**src/include/sd_cmd_config.svh**
```systemverilog
/*
 * Build-time constants of the SD command path
 * SD clock divider, response timeout, N_RC gap and bus-switch gap
 */

`ifndef SD_CMD_CONFIG_SVH
`define SD_CMD_CONFIG_SVH

// clk_i cycles per SD bit, even and at least 2
`define SD_CLK_DIV 4

// SD bit periods allowed from the end of bus switch to the response start bit
`define SD_RSP_TIMEOUT 64

// SD bit periods after a response (or a command without one) before the next command
`define SD_NRC 8

// SD bit periods between the command end bit and listening for a response
`define SD_BUS_SWITCH 2

`endif

```
**src/source/sd_cmd_pkg.sv**
```systemverilog
/*
 * SD bus side types of the command path
 * response type, sequencer state, command frame, raw response, CRC7 step
 */

`default_nettype none

package sd_cmd_pkg;

  // encoding follows the SDHCI response type select field
  typedef enum logic [1:0] {
    RSP_NONE       = 2'b00,
    RSP_LONG       = 2'b01,
    RSP_SHORT      = 2'b10,
    RSP_SHORT_BUSY = 2'b11
  } rsp_type_e;

  typedef enum logic [2:0] {
    S_READY,   // idle, waiting for a host strobe
    S_WRITE,   // command frame on the CMD line
    S_SWITCH,  // line turnaround
    S_READ,    // waiting for or receiving the response
    S_BUSY,    // card holds DAT0 low after an R1b response
    S_GAP      // N_RC spacing before the next command
  } seq_state_e;

  typedef struct packed {
    logic [5:0]  index;
    logic [31:0] argument;
  } cmd_frame_t;

  // payload holds the bits between direction bit and CRC, LSB last received
  typedef struct packed {
    logic [119:0] payload;
    logic         crc_ok;
    logic         end_bit_ok;
  } raw_rsp_t;

  // serial CRC7, polynomial x^7 + x^3 + 1
  function automatic logic [6:0] crc7_next(logic [6:0] crc, logic bit_in);
    logic fb;
    fb = crc[6] ^ bit_in;
    return {crc[5:3], crc[2] ^ fb, crc[1:0], fb};
  endfunction

endpackage

`default_nettype wire

```
**src/source/sd_host_pkg.sv**
```systemverilog
/*
 * Host side types of the command path
 * command request and command result
 */

`default_nettype none

package sd_host_pkg;

  typedef struct packed {
    logic [5:0]            index;
    logic [31:0]           argument;
    sd_cmd_pkg::rsp_type_e rsp_type;
    logic                  crc_check_en;
    logic                  index_check_en;
  } host_cmd_t;

  // rsp_word[0] carries the short response, all four words the long one
  typedef struct packed {
    logic [3:0][31:0] rsp_word;
    logic             timeout_err;
    logic             crc_err;
    logic             end_bit_err;
    logic             index_err;
  } cmd_result_t;

endpackage

`default_nettype wire

```
**src/source/sd_clk_gen.sv**
```systemverilog
/*
 * SD clock generator
 * divides clk_i into sd_clk_o and the rising / falling enable pulses
 */

`timescale 1ns/100ps
`default_nettype none
`include "sd_cmd_config.svh"

module sd_clk_gen (
  input  logic clk_i,
  input  logic reset_i,
  output logic sd_clk_o,
  output logic clk_en_p_o,  // high in the cycle before sd_clk rises
  output logic clk_en_n_o   // high in the cycle before sd_clk falls
);

  localparam int unsigned DIV   = `SD_CLK_DIV;
  localparam int unsigned CNT_W = $clog2(DIV);

  logic [CNT_W-1:0] cnt_q;
  logic             sd_clk_q;

  assign clk_en_n_o = (cnt_q == CNT_W'(DIV / 2 - 1));
  assign clk_en_p_o = (cnt_q == CNT_W'(DIV - 1));
  assign sd_clk_o   = sd_clk_q;

  always_ff @(posedge clk_i) begin
    if (reset_i) begin
      cnt_q    <= '0;
      sd_clk_q <= 1'b0;
    end else begin
      // wrap at the end of the SD period
      if (clk_en_p_o) begin
        cnt_q <= '0;
      end else begin
        cnt_q <= cnt_q + 1'b1;
      end

      if (clk_en_p_o) begin
        sd_clk_q <= 1'b1;
      end else if (clk_en_n_o) begin
        sd_clk_q <= 1'b0;
      end
    end
  end

endmodule

`default_nettype wire

```
**src/source/cmd_write.sv**
```systemverilog
/*
 * Command serializer
 * shifts start, direction, index, argument, CRC7 and end bit onto CMD
 */

`timescale 1ns/100ps
`default_nettype none

module cmd_write (
  input  logic                   clk_i,
  input  logic                   reset_i,
  input  logic                   clk_en_p_i,
  input  logic                   clk_en_n_i,
  input  logic                   start_tx_i,
  input  sd_cmd_pkg::cmd_frame_t frame_i,
  output logic                   cmd_o,
  output logic                   cmd_oe_o,
  output logic                   tx_done_o
);

  logic [39:0] shift_q;
  logic [6:0]  crc_q;
  logic [5:0]  bit_cnt_q;  // bits already driven
  logic        active_q;
  logic        cmd_q;
  logic        oe_q;
  logic        next_bit;

  // content first, then CRC MSB first, then the end bit
  always_comb begin
    if (bit_cnt_q < 6'd40) begin
      next_bit = shift_q[39];
    end else if (bit_cnt_q < 6'd47) begin
      next_bit = crc_q[6];
    end else begin
      next_bit = 1'b1;
    end
  end

  always_ff @(posedge clk_i) begin
    if (reset_i) begin
      active_q  <= 1'b0;
      bit_cnt_q <= '0;
      cmd_q     <= 1'b1;
      oe_q      <= 1'b0;
    end else if (start_tx_i) begin
      active_q  <= 1'b1;
      bit_cnt_q <= '0;
    end else if (active_q && clk_en_n_i) begin
      if (bit_cnt_q == 6'd48) begin
        // end bit has been sampled, release the line
        active_q <= 1'b0;
        oe_q     <= 1'b0;
        cmd_q    <= 1'b1;
      end else begin
        oe_q      <= 1'b1;
        cmd_q     <= next_bit;
        bit_cnt_q <= bit_cnt_q + 6'd1;
      end
    end
  end

  always_ff @(posedge clk_i) begin
    if (start_tx_i) begin
      shift_q <= {1'b0, 1'b1, frame_i.index, frame_i.argument};
      crc_q   <= '0;
    end else if (active_q && clk_en_n_i) begin
      if (bit_cnt_q < 6'd40) begin
        shift_q <= {shift_q[38:0], 1'b0};
        crc_q   <= sd_cmd_pkg::crc7_next(crc_q, shift_q[39]);
      end else begin
        crc_q <= {crc_q[5:0], 1'b0};
      end
    end
  end

  assign cmd_o     = cmd_q;
  assign cmd_oe_o  = oe_q;
  // rising edge on which the card samples the end bit
  assign tx_done_o = active_q && clk_en_p_i && (bit_cnt_q == 6'd48);

  // the sequencer waits for tx_done before it can issue another frame
  assert property (@(posedge clk_i) disable iff (reset_i) start_tx_i |-> !active_q);

endmodule

`default_nettype wire

```
**src/source/rsp_read.sv**
```systemverilog
/*
 * Response deserializer
 * start bit detection, 48 or 136 bit capture, CRC7 and end bit check
 */

`timescale 1ns/100ps
`default_nettype none

module rsp_read (
  input  logic                 clk_i,
  input  logic                 reset_i,
  input  logic                 clk_en_p_i,
  input  logic                 start_listen_i,
  input  logic                 long_rsp_i,
  input  logic                 cmd_i,
  output logic                 receiving_o,
  output logic                 rsp_valid_o,
  output sd_cmd_pkg::raw_rsp_t rsp_o
);

  logic         listening_q;
  logic         receiving_q;
  logic         rsp_valid_q;
  logic         long_q;
  logic [7:0]   pos_q;  // position of the bit on the line, start bit is 0
  logic [119:0] payload_q;
  logic [6:0]   crc_calc_q;
  logic [6:0]   crc_rx_q;
  logic         crc_ok_q;
  logic         end_ok_q;

  logic [7:0]   last_pos;
  logic [7:0]   crc_pos;
  logic         start_seen;
  logic         at_end;
  logic         in_content;
  logic         in_crc_calc;

  always_comb begin
    last_pos    = long_q ? 8'd135 : 8'd47;
    crc_pos     = last_pos - 8'd7;
    start_seen  = clk_en_p_i && listening_q && !receiving_q && !cmd_i;
    at_end      = (pos_q == last_pos);
    in_content  = (pos_q < crc_pos);
    // R2 leaves start, direction and the reserved field out of the CRC
    in_crc_calc = in_content && (!long_q || pos_q >= 8'd8);
  end

  always_ff @(posedge clk_i) begin
    if (reset_i) begin
      listening_q <= 1'b0;
      receiving_q <= 1'b0;
      rsp_valid_q <= 1'b0;
      pos_q       <= '0;
    end else begin
      rsp_valid_q <= 1'b0;
      if (start_listen_i) begin
        listening_q <= 1'b1;
      end else if (start_seen) begin
        receiving_q <= 1'b1;
        pos_q       <= 8'd1;
      end else if (clk_en_p_i && receiving_q) begin
        pos_q <= pos_q + 8'd1;
        if (at_end) begin
          receiving_q <= 1'b0;
          listening_q <= 1'b0;
          rsp_valid_q <= 1'b1;
        end
      end
    end
  end

  ////////////////////////////////
  // shift registers and checks
  ////////////////////////////////

  always_ff @(posedge clk_i) begin
    if (start_listen_i) begin
      long_q <= long_rsp_i;
    end
    if (start_seen) begin
      crc_calc_q <= '0;
    end else if (clk_en_p_i && receiving_q) begin
      if (in_content) begin
        payload_q <= {payload_q[118:0], cmd_i};
      end else if (!at_end) begin
        crc_rx_q <= {crc_rx_q[5:0], cmd_i};
      end
      if (in_crc_calc) begin
        crc_calc_q <= sd_cmd_pkg::crc7_next(crc_calc_q, cmd_i);
      end
      if (at_end) begin
        crc_ok_q <= (crc_rx_q == crc_calc_q);
        end_ok_q <= cmd_i;
      end
    end
  end

  assign receiving_o = receiving_q;
  assign rsp_valid_o = rsp_valid_q;
  assign rsp_o       = '{payload: payload_q, crc_ok: crc_ok_q, end_bit_ok: end_ok_q};

endmodule

`default_nettype wire

```
**src/source/cmd_sequencer.sv**
```systemverilog
/*
 * Command sequencer
 * request latch and decode, phase FSM with timing counter, result assembly
 */

`timescale 1ns/100ps
`default_nettype none
`include "sd_cmd_config.svh"

module cmd_sequencer (
  input  logic                     clk_i,
  input  logic                     reset_i,
  input  logic                     clk_en_p_i,
  input  logic                     cmd_valid_i,
  input  sd_host_pkg::host_cmd_t   cmd_i,
  input  logic                     dat0_i,
  input  logic                     tx_done_i,
  input  logic                     receiving_i,
  input  logic                     rsp_valid_i,
  input  sd_cmd_pkg::raw_rsp_t     rsp_i,
  output logic                     start_tx_o,
  output sd_cmd_pkg::cmd_frame_t   frame_o,
  output logic                     start_listen_o,
  output logic                     long_rsp_o,
  output logic                     cmd_busy_o,
  output logic                     done_o,
  output sd_host_pkg::cmd_result_t result_o
);

  localparam int unsigned CNT_W = 8;
  localparam logic [CNT_W-1:0] SWITCH_LAST  = CNT_W'(`SD_BUS_SWITCH - 1);
  localparam logic [CNT_W-1:0] TIMEOUT_LAST = CNT_W'(`SD_RSP_TIMEOUT - 1);
  localparam logic [CNT_W-1:0] NRC_LAST     = CNT_W'(`SD_NRC - 1);

  sd_cmd_pkg::seq_state_e   state_q, state_d, after_write;
  sd_host_pkg::host_cmd_t   req_q;
  sd_host_pkg::cmd_result_t res_q, rsp_result;
  logic [CNT_W-1:0]         cnt_q;
  logic                     cnt_clr;
  logic                     timeout;
  logic                     accept;
  logic                     start_tx_q;
  logic                     start_listen_q;
  logic                     done_q;

  assign accept = (state_q == sd_cmd_pkg::S_READY) && cmd_valid_i;

  //////////////////////////////
  // decode
  //////////////////////////////

  always_comb begin : decode
    after_write = (req_q.rsp_type == sd_cmd_pkg::RSP_NONE) ? sd_cmd_pkg::S_GAP
                                                           : sd_cmd_pkg::S_SWITCH;
    long_rsp_o  = (req_q.rsp_type == sd_cmd_pkg::RSP_LONG);
  end : decode

  //////////////////////////////
  // execute
  //////////////////////////////

  always_comb begin : next_state
    state_d = state_q;
    timeout = 1'b0;
    unique case (state_q)
      sd_cmd_pkg::S_READY:  if (cmd_valid_i) state_d = sd_cmd_pkg::S_WRITE;
      sd_cmd_pkg::S_WRITE:  if (tx_done_i) state_d = after_write;
      sd_cmd_pkg::S_SWITCH: if (clk_en_p_i && cnt_q == SWITCH_LAST) state_d = sd_cmd_pkg::S_READ;
      sd_cmd_pkg::S_READ: begin
        if (rsp_valid_i) begin
          state_d = (req_q.rsp_type == sd_cmd_pkg::RSP_SHORT_BUSY) ? sd_cmd_pkg::S_BUSY
                                                                   : sd_cmd_pkg::S_GAP;
        end else if (!receiving_i && clk_en_p_i && cnt_q == TIMEOUT_LAST) begin
          // no start bit in time, skip any busy phase
          timeout = 1'b1;
          state_d = sd_cmd_pkg::S_GAP;
        end
      end
      sd_cmd_pkg::S_BUSY:   if (clk_en_p_i && dat0_i) state_d = sd_cmd_pkg::S_GAP;
      sd_cmd_pkg::S_GAP:    if (clk_en_p_i && cnt_q == NRC_LAST) state_d = sd_cmd_pkg::S_READY;
      default:              state_d = sd_cmd_pkg::S_READY;
    endcase
  end : next_state

  // one counter serves switch, timeout and gap; a running reception holds it at 0
  assign cnt_clr = (state_d != state_q) || (state_q == sd_cmd_pkg::S_READ && receiving_i);

  always_ff @(posedge clk_i) begin
    if (reset_i) begin
      state_q        <= sd_cmd_pkg::S_READY;
      cnt_q          <= '0;
      start_tx_q     <= 1'b0;
      start_listen_q <= 1'b0;
      done_q         <= 1'b0;
    end else begin
      state_q        <= state_d;
      start_tx_q     <= accept;
      // reader is armed for the whole bus switch
      start_listen_q <= (state_q == sd_cmd_pkg::S_WRITE) && (state_d == sd_cmd_pkg::S_SWITCH);
      done_q         <= (state_q == sd_cmd_pkg::S_GAP) && (state_d == sd_cmd_pkg::S_READY);
      if (cnt_clr) begin
        cnt_q <= '0;
      end else if (clk_en_p_i) begin
        cnt_q <= cnt_q + 1'b1;
      end
    end
  end

  //////////////////////////////
  // result
  //////////////////////////////

  // word 0 gets SD bits 39:8 of a short response, long fills 127:8
  always_comb begin : result_build
    rsp_result = '0;
    rsp_result.rsp_word[0] = rsp_i.payload[31:0];
    if (req_q.rsp_type == sd_cmd_pkg::RSP_LONG) begin
      rsp_result.rsp_word[1] = rsp_i.payload[63:32];
      rsp_result.rsp_word[2] = rsp_i.payload[95:64];
      rsp_result.rsp_word[3] = {8'h00, rsp_i.payload[119:96]};
    end
    rsp_result.index_err   = req_q.index_check_en && (rsp_i.payload[37:32] != req_q.index);
    rsp_result.crc_err     = req_q.crc_check_en && !rsp_i.crc_ok;
    rsp_result.end_bit_err = !rsp_i.end_bit_ok;
  end : result_build

  always_ff @(posedge clk_i) begin
    if (accept) begin
      req_q <= cmd_i;
      res_q <= '0;
    end else if (state_q == sd_cmd_pkg::S_READ && rsp_valid_i) begin
      res_q <= rsp_result;
    end else if (timeout) begin
      res_q.timeout_err <= 1'b1;
    end
  end

  assign start_tx_o     = start_tx_q;
  assign frame_o        = '{index: req_q.index, argument: req_q.argument};
  assign start_listen_o = start_listen_q;
  assign cmd_busy_o     = (state_q != sd_cmd_pkg::S_READY);
  assign done_o         = done_q;
  assign result_o       = res_q;

  // the writer only finishes a frame while the FSM waits for it
  assert property (@(posedge clk_i) disable iff (reset_i)
    tx_done_i |-> (state_q == sd_cmd_pkg::S_WRITE));

  // host keeps to one command at a time
  assert property (@(posedge clk_i) disable iff (reset_i) cmd_valid_i |-> !cmd_busy_o);

endmodule

`default_nettype wire

```
**src/source/sd_cmd_top.sv**
```systemverilog
/*
 * SD command path top level
 * clock generator, sequencer, serializer and deserializer
 */

`timescale 1ns/100ps
`default_nettype none

module sd_cmd_top (
  input  logic                     clk_i,
  input  logic                     reset_i,
  input  logic                     cmd_valid_i,
  input  sd_host_pkg::host_cmd_t   cmd_i,
  output logic                     cmd_busy_o,
  output logic                     done_o,
  output sd_host_pkg::cmd_result_t result_o,
  output logic                     sd_clk_o,
  input  logic                     sd_cmd_i,
  output logic                     sd_cmd_o,
  output logic                     sd_cmd_oe_o,
  input  logic                     sd_dat0_i
);

  logic                   clk_en_p;
  logic                   clk_en_n;
  logic                   start_tx;
  logic                   tx_done;
  logic                   start_listen;
  logic                   long_rsp;
  logic                   receiving;
  logic                   rsp_valid;
  logic                   rx_line;
  sd_cmd_pkg::cmd_frame_t frame;
  sd_cmd_pkg::raw_rsp_t   rsp;

  // the reader sees an idle line while the host drives CMD
  assign rx_line = sd_cmd_i | sd_cmd_oe_o;

  sd_clk_gen u_clk_gen (
    .clk_i      (clk_i),
    .reset_i    (reset_i),
    .sd_clk_o   (sd_clk_o),
    .clk_en_p_o (clk_en_p),
    .clk_en_n_o (clk_en_n)
  );

  cmd_sequencer u_sequencer (
    .clk_i          (clk_i),
    .reset_i        (reset_i),
    .clk_en_p_i     (clk_en_p),
    .cmd_valid_i    (cmd_valid_i),
    .cmd_i          (cmd_i),
    .dat0_i         (sd_dat0_i),
    .tx_done_i      (tx_done),
    .receiving_i    (receiving),
    .rsp_valid_i    (rsp_valid),
    .rsp_i          (rsp),
    .start_tx_o     (start_tx),
    .frame_o        (frame),
    .start_listen_o (start_listen),
    .long_rsp_o     (long_rsp),
    .cmd_busy_o     (cmd_busy_o),
    .done_o         (done_o),
    .result_o       (result_o)
  );

  cmd_write u_cmd_write (
    .clk_i      (clk_i),
    .reset_i    (reset_i),
    .clk_en_p_i (clk_en_p),
    .clk_en_n_i (clk_en_n),
    .start_tx_i (start_tx),
    .frame_i    (frame),
    .cmd_o      (sd_cmd_o),
    .cmd_oe_o   (sd_cmd_oe_o),
    .tx_done_o  (tx_done)
  );

  rsp_read u_rsp_read (
    .clk_i          (clk_i),
    .reset_i        (reset_i),
    .clk_en_p_i     (clk_en_p),
    .start_listen_i (start_listen),
    .long_rsp_i     (long_rsp),
    .cmd_i          (rx_line),
    .receiving_o    (receiving),
    .rsp_valid_o    (rsp_valid),
    .rsp_o          (rsp)
  );

endmodule

`default_nettype wire

```
**config.mk**
```make
export PLATFORM = sky130hd
export DESIGN_NAME = sd_cmd_top
export DESIGN_NICKNAME = d
export VERILOG_FILES = /design/src/source/sd_cmd_pkg.sv /design/src/source/sd_host_pkg.sv /design/src/source/sd_clk_gen.sv /design/src/source/cmd_write.sv /design/src/source/rsp_read.sv /design/src/source/cmd_sequencer.sv /design/src/source/sd_cmd_top.sv
export VERILOG_INCLUDE_DIRS = /design/src /design/src/include
export SDC_FILE = /design/constraint.sdc
export NUM_CORES = 1
export LEC_CHECK = 0
export BUFFER_PORTS_ARGS = -buffer_cell sky130_fd_sc_hd__clkbuf_2
export CAP_MARGIN = 20
export CORE_MARGIN = 2
export CORE_UTILIZATION = 56
export DETAILED_ROUTE_END_ITERATION = 7
export PLACE_DENSITY = 0.78
export SKIP_LAST_GASP = 1
export SYNTH_ARGS = -nofsm -noshare
export SYNTH_HDL_FRONTEND = slang
export SYNTH_SLANG_ARGS = --single-unit
```
**constraint.sdc**
```tcl
create_clock -name clk_i -period 6.11 [get_ports clk_i]
set_input_delay 0.9165 -clock clk_i [delete_from_list [all_inputs] [get_ports clk_i]]
set_output_delay 0.9165 -clock clk_i [all_outputs]
set_load 0.02 [all_outputs]
```
# Yosys cells after proc, flatten, opt, wreduce, memory -nomap -nowiden
# Index checks and enable logic that the tools add are counted.
# word_totals
register_bits	395
word_cells	169
output_inout_bits	137
# op_classes
n_lt_le_gt_ge	4
mux	36
addsub	5
n_eq_ne	19
n_reduce_logical	56
n_bitwise	12
# op_table
op	n
2-to-1 mux 38 bit	3
2-to-1 mux 88 bit	1
2-to-1 mux 3 bit	8
2-to-1 mux 8 bit	3
logical AND 1 bit	20
2-to-1 mux 1 bit	19
case mux 3 bit (6 select lines)	1
adder 8 x 1 -> 8 bit (second input constant)	2
nonzero test 2 bit	8
AND reduction 2 bit	7
< comparator 6 bit (second input constant)	2
AND reduction 3 bit	4
== test 3 x 2 -> 1 bit (second input constant)	3
== test 8 x 1 -> 1 bit (second input constant)	1
== test 8 x 3 -> 1 bit (second input constant)	1
== test 8 x 6 -> 1 bit (second input constant)	1
== test 8 bit	1
>= comparator 8 x 4 -> 1 bit (second input constant)	1
< comparator 8 bit	1
OR reduction 2 bit	4
subtractor 8 x 3 -> 8 bit (second input constant)	1
== test 7 bit	1
inverter 1 bit	7
adder 6 x 1 -> 6 bit (second input constant)	1
19 further kinds	31

# Depth between registers and ports, before layout
# Gate-level depths: netlist of the first run.
# logic_depth
ltp_word	9
depth_mapped	9
ltp_nobuf	7

# Hierarchy
# Synthesis of the first run repeated with hierarchy kept, for this count alone.
# unflattened
hier_cells	911
hier_area_um2	13715.7
# modules_own_cells
module	area_each_um2	seq_area_each_um2	cells_each	n_inst
cmd_sequencer	6233.5	4023.9	475	1
rsp_read	4958.5	4264.1	244	1
cmd_write	2399.8	1501.4	180	1
sd_clk_gen	117.6	60.1	11	1
sd_cmd_top	6.3	0.0	1	1

# Least setup slack after synthesis of the first run
# OpenSTA, ideal clock, no wires.
# synth_path
kind	flip-flop to flip-flop
start	register u_rsp_read.long_q
end	register u_rsp_read.payload_q[0], enable pin
stages_incl_launch_ff	5
setup_time_ps	494
arrival_time_ps	4177
slack_ps	1439
path_buffers	0
synth_period_minus_slack_ps	4671
path_cell_list	edfxtp_1 ha_1 a211o_1 a221oi_1 and3_1
# synth_between
elab_chain_len	4
# synth_rtl
item	line	source
from (decl)	rsp_read.sv:24	logic long_q;
from (signal assigned)	rsp_read.sv:79	long_q <= long_rsp_i;
2-to-1 mux 8 bit	rsp_read.sv:40	last_pos = long_q ? 8'd135 : 8'd47;
subtractor 8 x 3 -> 8 bit	rsp_read.sv:41	crc_pos = last_pos - 8'd7;
< comparator 8 bit	rsp_read.sv:44	in_content = (pos_q < crc_pos);
AND reduction 3 bit (no line)	-	
to (signal assigned)	rsp_read.sv:85	payload_q <= {payload_q[118:0], cmd_i};
to (decl)	rsp_read.sv:26	logic [119:0] payload_q;
# No other way between the ends.
# A chain may end at the register's enable or synchronous reset.

# Final worst setup path of the first run
# layout_path
start	register u_sequencer.state_q[2]
end	register u_sequencer.res_q (netlist bit u_sequencer.result_o[103])
# layout_between
elab_chain_len	2
# layout_rtl
item	line	source
from (decl)	cmd_sequencer.sv:35	sd_cmd_pkg::seq_state_e state_q, state_d, after_write;
from (signal assigned)	cmd_sequencer.sv:90	state_q <= sd_cmd_pkg::S_READY;
from (signal assigned)	cmd_sequencer.sv:96	state_q <= state_d;
== test 3 x 2 -> 1 bit / logical NOT 3 bit (equally long branches)	cmd_sequencer.sv:131, cmd_sequencer.sv:46	
logical AND 1 bit (on tied branches)	cmd_sequencer.sv:131, cmd_sequencer.sv:46	
to (signal assigned)	cmd_sequencer.sv:132	res_q <= rsp_result;
to (decl)	cmd_sequencer.sv:37	sd_host_pkg::cmd_result_t res_q, rsp_result;
# Parallel ways exist; a longest one is shown, timed or not.

==> results of run 1 <==
## flip-flops by register name, summed over array words and instances, names as in the netlist, 2 cells and up
| signal | count |
|---|---|
| u_sequencer.cnt_q | 8 |
| u_rsp_read.crc_calc_q | 7 |
| u_rsp_read.pos_q | 8 |
| u_rsp_read.payload_q | 120 |
| u_sequencer.result_o | 124 |
| u_sequencer.state_q | 3 |
| u_sequencer.frame_o | 38 |
| u_cmd_write.shift_q | 40 |
| u_cmd_write.crc_q | 7 |
| u_clk_gen.cnt_q | 2 |
| u_rsp_read.crc_rx_q | 7 |
| u_sequencer.req_q | 4 |
| u_cmd_write.bit_cnt_q | 6 |
## area by class of cell
cell class	count	area (um2)	share of cell area, %
clock buffer	57	1130	7.24
clock inverter	15	139	0.886
inverter	18	67.6	0.431
multi-input combinational	423	3140	20.0
sequential	387	9850	62.9
tap	319	399	2.55
timing repair buffer	181	941	6.00
## kinds of logic after synthesis
| family | Yosys count | share of synthesized area (%) |
|---|---|---|
| DFF | 387 | 74.3 |
| AOI/OAI and AO/OA | 175 | 10.6 |
| and+or+nand+nor | 159 | 6.31 |
| buffers and inverters | 69 | 2.37 |
| muxes | 38 | 3.25 |
| xor gates and xnor gates | 32 | 2.11 |
| adders and majority gates | 11 | 1.04 |
| other | 1 | 0.0283 |
## power breakdown
part	internal [mW]	leakage, nW	switching (mW)	total, mW
combinational	0.0549	1.96	0.0898	0.145
clock	1.38	0.627	0.951	2.33
sequential	2.79	3.36	0.0214	2.81
## cell usage after synthesis (4+ instances only)
master | instances | share of area, %
dfxtp_1 | 177 | 27
and3_1 | 7 | 0.33
or3_1 | 4 | 0.19
xnor2_1 | 12 | 0.79
mux2_2 | 37 | 3.1
and2_1 | 4 | 0.19
buf_1 | 6 | 0.17
nor2b_1 | 4 | 0.19
ha_1 | 11 | 1.0
a211oi_1 | 4 | 0.23
nand2b_1 | 5 | 0.24
o21ai_0 | 16 | 0.60
buf_4 | 8 | 0.45
nand3_1 | 9 | 0.34
a21oi_1 | 19 | 0.72
buf_2 | 13 | 0.49
nor4_1 | 5 | 0.24
nand4_1 | 7 | 0.33
nor3_1 | 17 | 0.64
clkbuf_1 | 22 | 0.62
xor2_1 | 20 | 1.3
edfxtp_1 | 210 | 48
nor2_1 | 33 | 0.93
nand2_1 | 47 | 1.3
a22o_1 | 120 | 7.9
inv_1 | 18 | 0.51
## layer usage
metal	track usage [%]	wire length, um
met5	0	0
met1	27.9	11200
met3	5.15	1760
met2	29.2	11100
met4	6.28	558
## worst max-delay path by stage
stage,end
after floorplan,u_rsp_read.payload_q[0]
after global placement,u_sequencer.result_o[52]
after detailed placement,u_sequencer.result_o[115]
after CTS,u_rsp_read.payload_q[15]
after global routing,u_sequencer.result_o[103]
final,u_sequencer.result_o[103]
## metrics by stage
stage               hold WS (ps)  std cells  utilization [%]  worst slack, ps
finish                       433       1400             67.2             2870
global route                 453       1400             67.2             2670
CTS                          439       1399             67.1             2630
detailed placement           428       1327             61.6             2620
global placement             408       1327             61.6             2700
floorplan                    405        879                -             1440
## worst register-to-register path, cell delays in order (launching register included)
cell     delay (ps)
dfxtp_1         510
and3b_1         300
and2_1          180
buf_4           250
nor2_4          770
buf_4           840
a22o_1          330
==> run metrics, run 1 <==
Hold Fails Final Rpt=0; diodes inserted=0; outcome=finished, final reports clean; Setup Crit Path Kind=flip-flop to flip-flop; reg2reg start=u_sequencer.state_q[2]; # IOs=184; Post-CTS Resized=0; Synth-to-Final Area Change=18.3%; Fillers=1627; first-pass GRT wire length=38500 um; layout net count=1108; async set-or-reset flop fraction in the synthesized netlist=0%; CP max stage delay=830 ps; vias in the first global route=7303; Skew-Pair Late Insertion Delay=530 ps; Hold Path Sink=u_rsp_read.payload_q[58]; hold crit path type=flip-flop to flip-flop; final critical-path share of the clock period=53.0%; hold depth=0; PwrDens=337 mW/mm2; worst-margin pin slew=975 ps; Setup crit start=u_sequencer.state_q[2]; Total Power=5.28 mW; CTS Buffer Depth=3; CP Max Fanout=88; Initial Util=56.8%; Die Wd=158 um; initial antenna violation count=0; Syn Std Cell Area=0.0133 mm2; Final setup viols=0; Crit path top cell by count=buf_4; CTS Sinks=387; Placement Cell Area=0.0144 mm2; Core Area=0.0233 mm2; peak supply drop=261 uV; Post-CTS Hold Fix Bufs=0; Die Y-Extent=158 um; drt total wl=24600 um; design area=0.0157 mm2; remaining routing DRC violations=0; Seq cells post-synth=387; CP Depth=6; Rel. slew slack=34.5%; Wirelength per Cell=17.6 um; clk slew on worst S/H paths=70 ps; Antenna Violating Nets Remaining=0; Worst setup SP type=flip-flop; register area share after synthesis=74.3%; prevailing post-synth register cell=edfxtp_1; CTS Buf Count=39; Root Buffer=clkbuf_16; commonest cells after routing, fill and taps aside=210 x edfxtp_1, 176 x dfxtp_1, 175 x clkbuf_2; share of layout cells above drive strength 1=27.1%; Worst EP required=6570 ps; cell family with most CP delay=simple AND/OR/NAND/NOR gates; pin count of the biggest net entering global routing=89; crit-path cells=and3b_1, and2_1, buf_4, nor2_4, buf_4, a22o_1; residual overflow from global routing=0; R2R cell count=6; Via density=5.45; via count=7625; RSZ-0062 raised after global routing=false; Final Skew=23.8 ps; drt first pass iters=5; DP Wirelength=15200 um; post-CTS setup buffer count=0; f_max=309 MHz; synth warn=0; min-delay src=u_rsp_read.payload_q[57]; total track usage=19.5%; Post-synth EDFFs=210; reg2reg setup slack=2870 ps; port buffer count=175; CP Buf/Inv Count=2; DIE AREA=0.0249 mm2; most common cell after layout, fill and taps aside=edfxtp_1; Rows=56; r2r endpoint=u_sequencer.result_o[103]; TNS Setup=0 ps; gpl congestion=0.759; Syn Inst Count=872; crit path capture type=flip-flop; DRT iter0 DRCs=629; CTS tree=built; # Max-Cap Violations=0; Synth cell types=57; Mapped Avg Cell Area=15.2 um2; Leak=5.95 nW; crit path max-delay cell type=buf_4; CTS H-tree lvls=2; Period minus WS final=3240 ps; Critical Path AT=3700 ps; Final Max Tran Viols=0
No activity file was read; power rests on OpenSTA's default activity.
==> run 2, diff against run 1 <==
Settings changed: ABC_AREA set to 1, CORE_UTILIZATION 56 to 57, PLACE_DENSITY 0.78 to 0.79.
Clock period 6.11 ns to 3.03 ns, I/O delays scaled along.
==> run metrics, run 2 <==
initial antenna violation count=0 (unchanged); Final Max Tran Viols=0 (unchanged); Core Area=0.0242 mm2 (was 0.0233 mm2); outcome=finished, final reports clean (unchanged); Synth area leader=edfxtp_1 (unchanged); CTS tree=built (unchanged); register area share after synthesis=70.3% (was 74.3%); Setup Crit Path Kind=flip-flop to flip-flop (unchanged); Seq cells post-synth=387 (unchanged); fin util=68.1% (was 67.2%); gpl congestion=0.807 (was 0.759); Synth cell types=39 (was 57); worst-margin pin slew=590 ps (was 975 ps); Die Wd=161 um (was 158 um); Logic pwr share=3.1% (was 2.7%); CP Max Fanout=43 (was 88); prevailing post-synth register cell=edfxtp_1 (unchanged); async set-or-reset flop fraction in the synthesized netlist=0% (unchanged); Worst EP required=3480 ps (was 6570 ps); vias in the first global route=9062 (was 7303); residual overflow from global routing=0 (unchanged); DP Wirelength=17400 um (was 15200 um); CTS Buf Count=39 (unchanged); Total Power=10.8 mW (was 5.28 mW); hold slack=102 ps (was 433 ps); most frequent cell after synthesis=nand2_1 (was edfxtp_1); clk slew on worst S/H paths=60 ps (was 70 ps); RSZ-0062 raised after global routing=false (unchanged); synth warn=0 (unchanged); Leak=6.99 nW (was 5.95 nW); post-place setup slack=726 ps (was 2620 ps); top post-synthesis cells by count=325 x nand2_1, 226 x nand3_1, 210 x edfxtp_1 (was 210 x edfxtp_1, 177 x dfxtp_1, 120 x a22o_1); sequential fraction of design power=52.6% (was 53.1%); Period minus WS final=2310 ps (was 3240 ps); Antenna Violating Nets Remaining=0 (unchanged); drt first pass iters=5 (unchanged); final critical-path share of the clock period=76.1% (was 53.0%); peak supply drop=546 uV (was 261 uV); TNS Setup=0 ps (unchanged); max FFs per register=124 (unchanged); Clock power frac=44.3% (was 44.1%); port buffer count=175 (unchanged); Root Buffer=clkbuf_16 (unchanged); first-pass GRT wire length=45400 um (was 38500 um); f_max=434 MHz (was 309 MHz); Wirelength per Cell=15.6 um (was 17.6 um); Die Y-Extent=161 um (was 158 um); DIE AREA=0.0258 mm2 (was 0.0249 mm2); Initial Util=57.8% (was 56.8%); Hold Fails Final Rpt=0 (unchanged); Post-CTS Resized=0 (unchanged); drt total wl=28000 um (was 24600 um); # Max-Cap Violations=0 (unchanged); PwrDens=652 mW/mm2 (was 337 mW/mm2); Final setup viols=0 (unchanged); Critical Path AT=2760 ps (was 3700 ps); Via density=5.31 (was 5.45); via count=9549 (was 7625); post-CTS setup buffer count=0 (unchanged); # IOs=184 (unchanged); most common cell after layout, fill and taps aside=nand2_1 (was edfxtp_1); Mapped Avg Cell Area=11.0 um2 (was 15.2 um2); Synth-to-Final Area Change=17.8% (was 18.3%); Rows=57 (was 56); CTS Sinks=387 (unchanged); crit path capture type=flip-flop (unchanged); Syn Inst Count=1278 (was 872); Worst setup SP type=flip-flop (unchanged); Switching Fraction=20.3% (was 20.1%); layout net count=1502 (was 1108); Post-CTS Hold Fix Bufs=0 (unchanged); DRT iter0 DRCs=707 (was 629); hold crit path type=input port to flip-flop (was flip-flop to flip-flop); final setup margin=724 ps (was 2870 ps); remaining routing DRC violations=0 (unchanged); commonest cells after routing, fill and taps aside=324 x nand2_1, 226 x nand3_1, 210 x edfxtp_1 (was 210 x edfxtp_1, 176 x dfxtp_1, 175 x clkbuf_2); Skew-Pair Late Insertion Delay=520 ps (was 530 ps); diodes inserted=0 (unchanged); internal power=8.58 mW (was 4.22 mW); top-area cell type share of the netlist area=45.0% (was 47.6%); Final Skew=11.9 ps (was 23.8 ps); CTS Buffer Depth=3 (unchanged); Rel. slew slack=60.7% (was 34.5%); pin count of the biggest net entering global routing=125 (was 89); Syn Std Cell Area=0.0140 mm2 (was 0.0133 mm2); share of layout cells above drive strength 1=18.4% (was 27.1%); CTS H-tree lvls=2 (unchanged); Post-synth EDFFs=210 (unchanged); P_sw=2.19 mW (was 1.06 mW); synth top area cells=edfxtp_1 45%, dfxtp_1 25%, nand2_1 8.7% (was edfxtp_1 48%, dfxtp_1 27%, a22o_1 7.9%); total track usage=21.6% (was 19.5%)
[run 2: worst paths after layout]
kind,startpoint,end,slack (ps),cells after the start
worst max register to register,u_rsp_read.long_q,u_rsp_read.crc_calc_q[6],720,12
worst min register to register,u_rsp_read.payload_q[92],u_rsp_read.payload_q[93],450,0
worst min-delay path,cmd_i[21],u_sequencer.frame_o[17],100,1
worst max-delay path,u_rsp_read.long_q,u_rsp_read.crc_calc_q[6],720,12
[run 2: per-layer routing]
layer	up-vias	share of wire [%]	track usage, %
met3	37	7.1	4.73
met2	314	47	34.7
li1	4658	-	-
met4	0	1.6	5.80
met5	-	0	0
met1	4540	45	30.2
[run 2: area by class of cell]
cell class / instances / area (um2)
sequential: 387 / 9850
fill: 1757 / 7740
multi-input combinational: 756 / 3650
clock buffer: 55 / 1090
timing repair buffer: 186 / 1030
tap: 324 / 405
inverter: 74 / 280
clock inverter: 17 / 195
[run 2: metrics by stage]
stage	cells	cell area, um2
3_5_place_dp	1727	15200
6_report	1799	16500
2_1_floorplan	1285	14100
5_1_grt	1799	16500
4_1_cts	1799	16500
3_3_place_gp	1727	15200
[run 2: power by group through the flow]
stage | combinational [mW] | clock [mW] | sequential [mW]
4_1_cts | 0.340 | 4.87 | 5.66
3_3_place_gp | 0.326 | 0 | 5.76
6_report | 0.336 | 4.77 | 5.66
3_5_place_dp | 0.338 | 0 | 5.77
5_1_grt | 0.377 | 5.08 | 5.66
2_1_floorplan | 0.234 | 0 | 5.76
[run 2: logic make-up after synthesis]
kind of cell	count (synthesis)	synth area share, %
other cells	1	0.0268
fa+ha+maj	11	0.983
compound gates	67	2.72
buf+inv	142	4.17
flops	387	70.3
simple gates	650	20.5
xor+xnor	20	1.25
[run 2: critical path, stage by stage (launching register included)]
cell and delay [ps]:
edfxtp_1 400, inv_2 100, ha_4 200, nand2_2 90, nor3_2 60, nand2_1 90
o2111ai_2 150, nor2_4 180, buf_4 470, o21ai_2 240, nand2_1 110, nand2_1 50
nor2_1 90
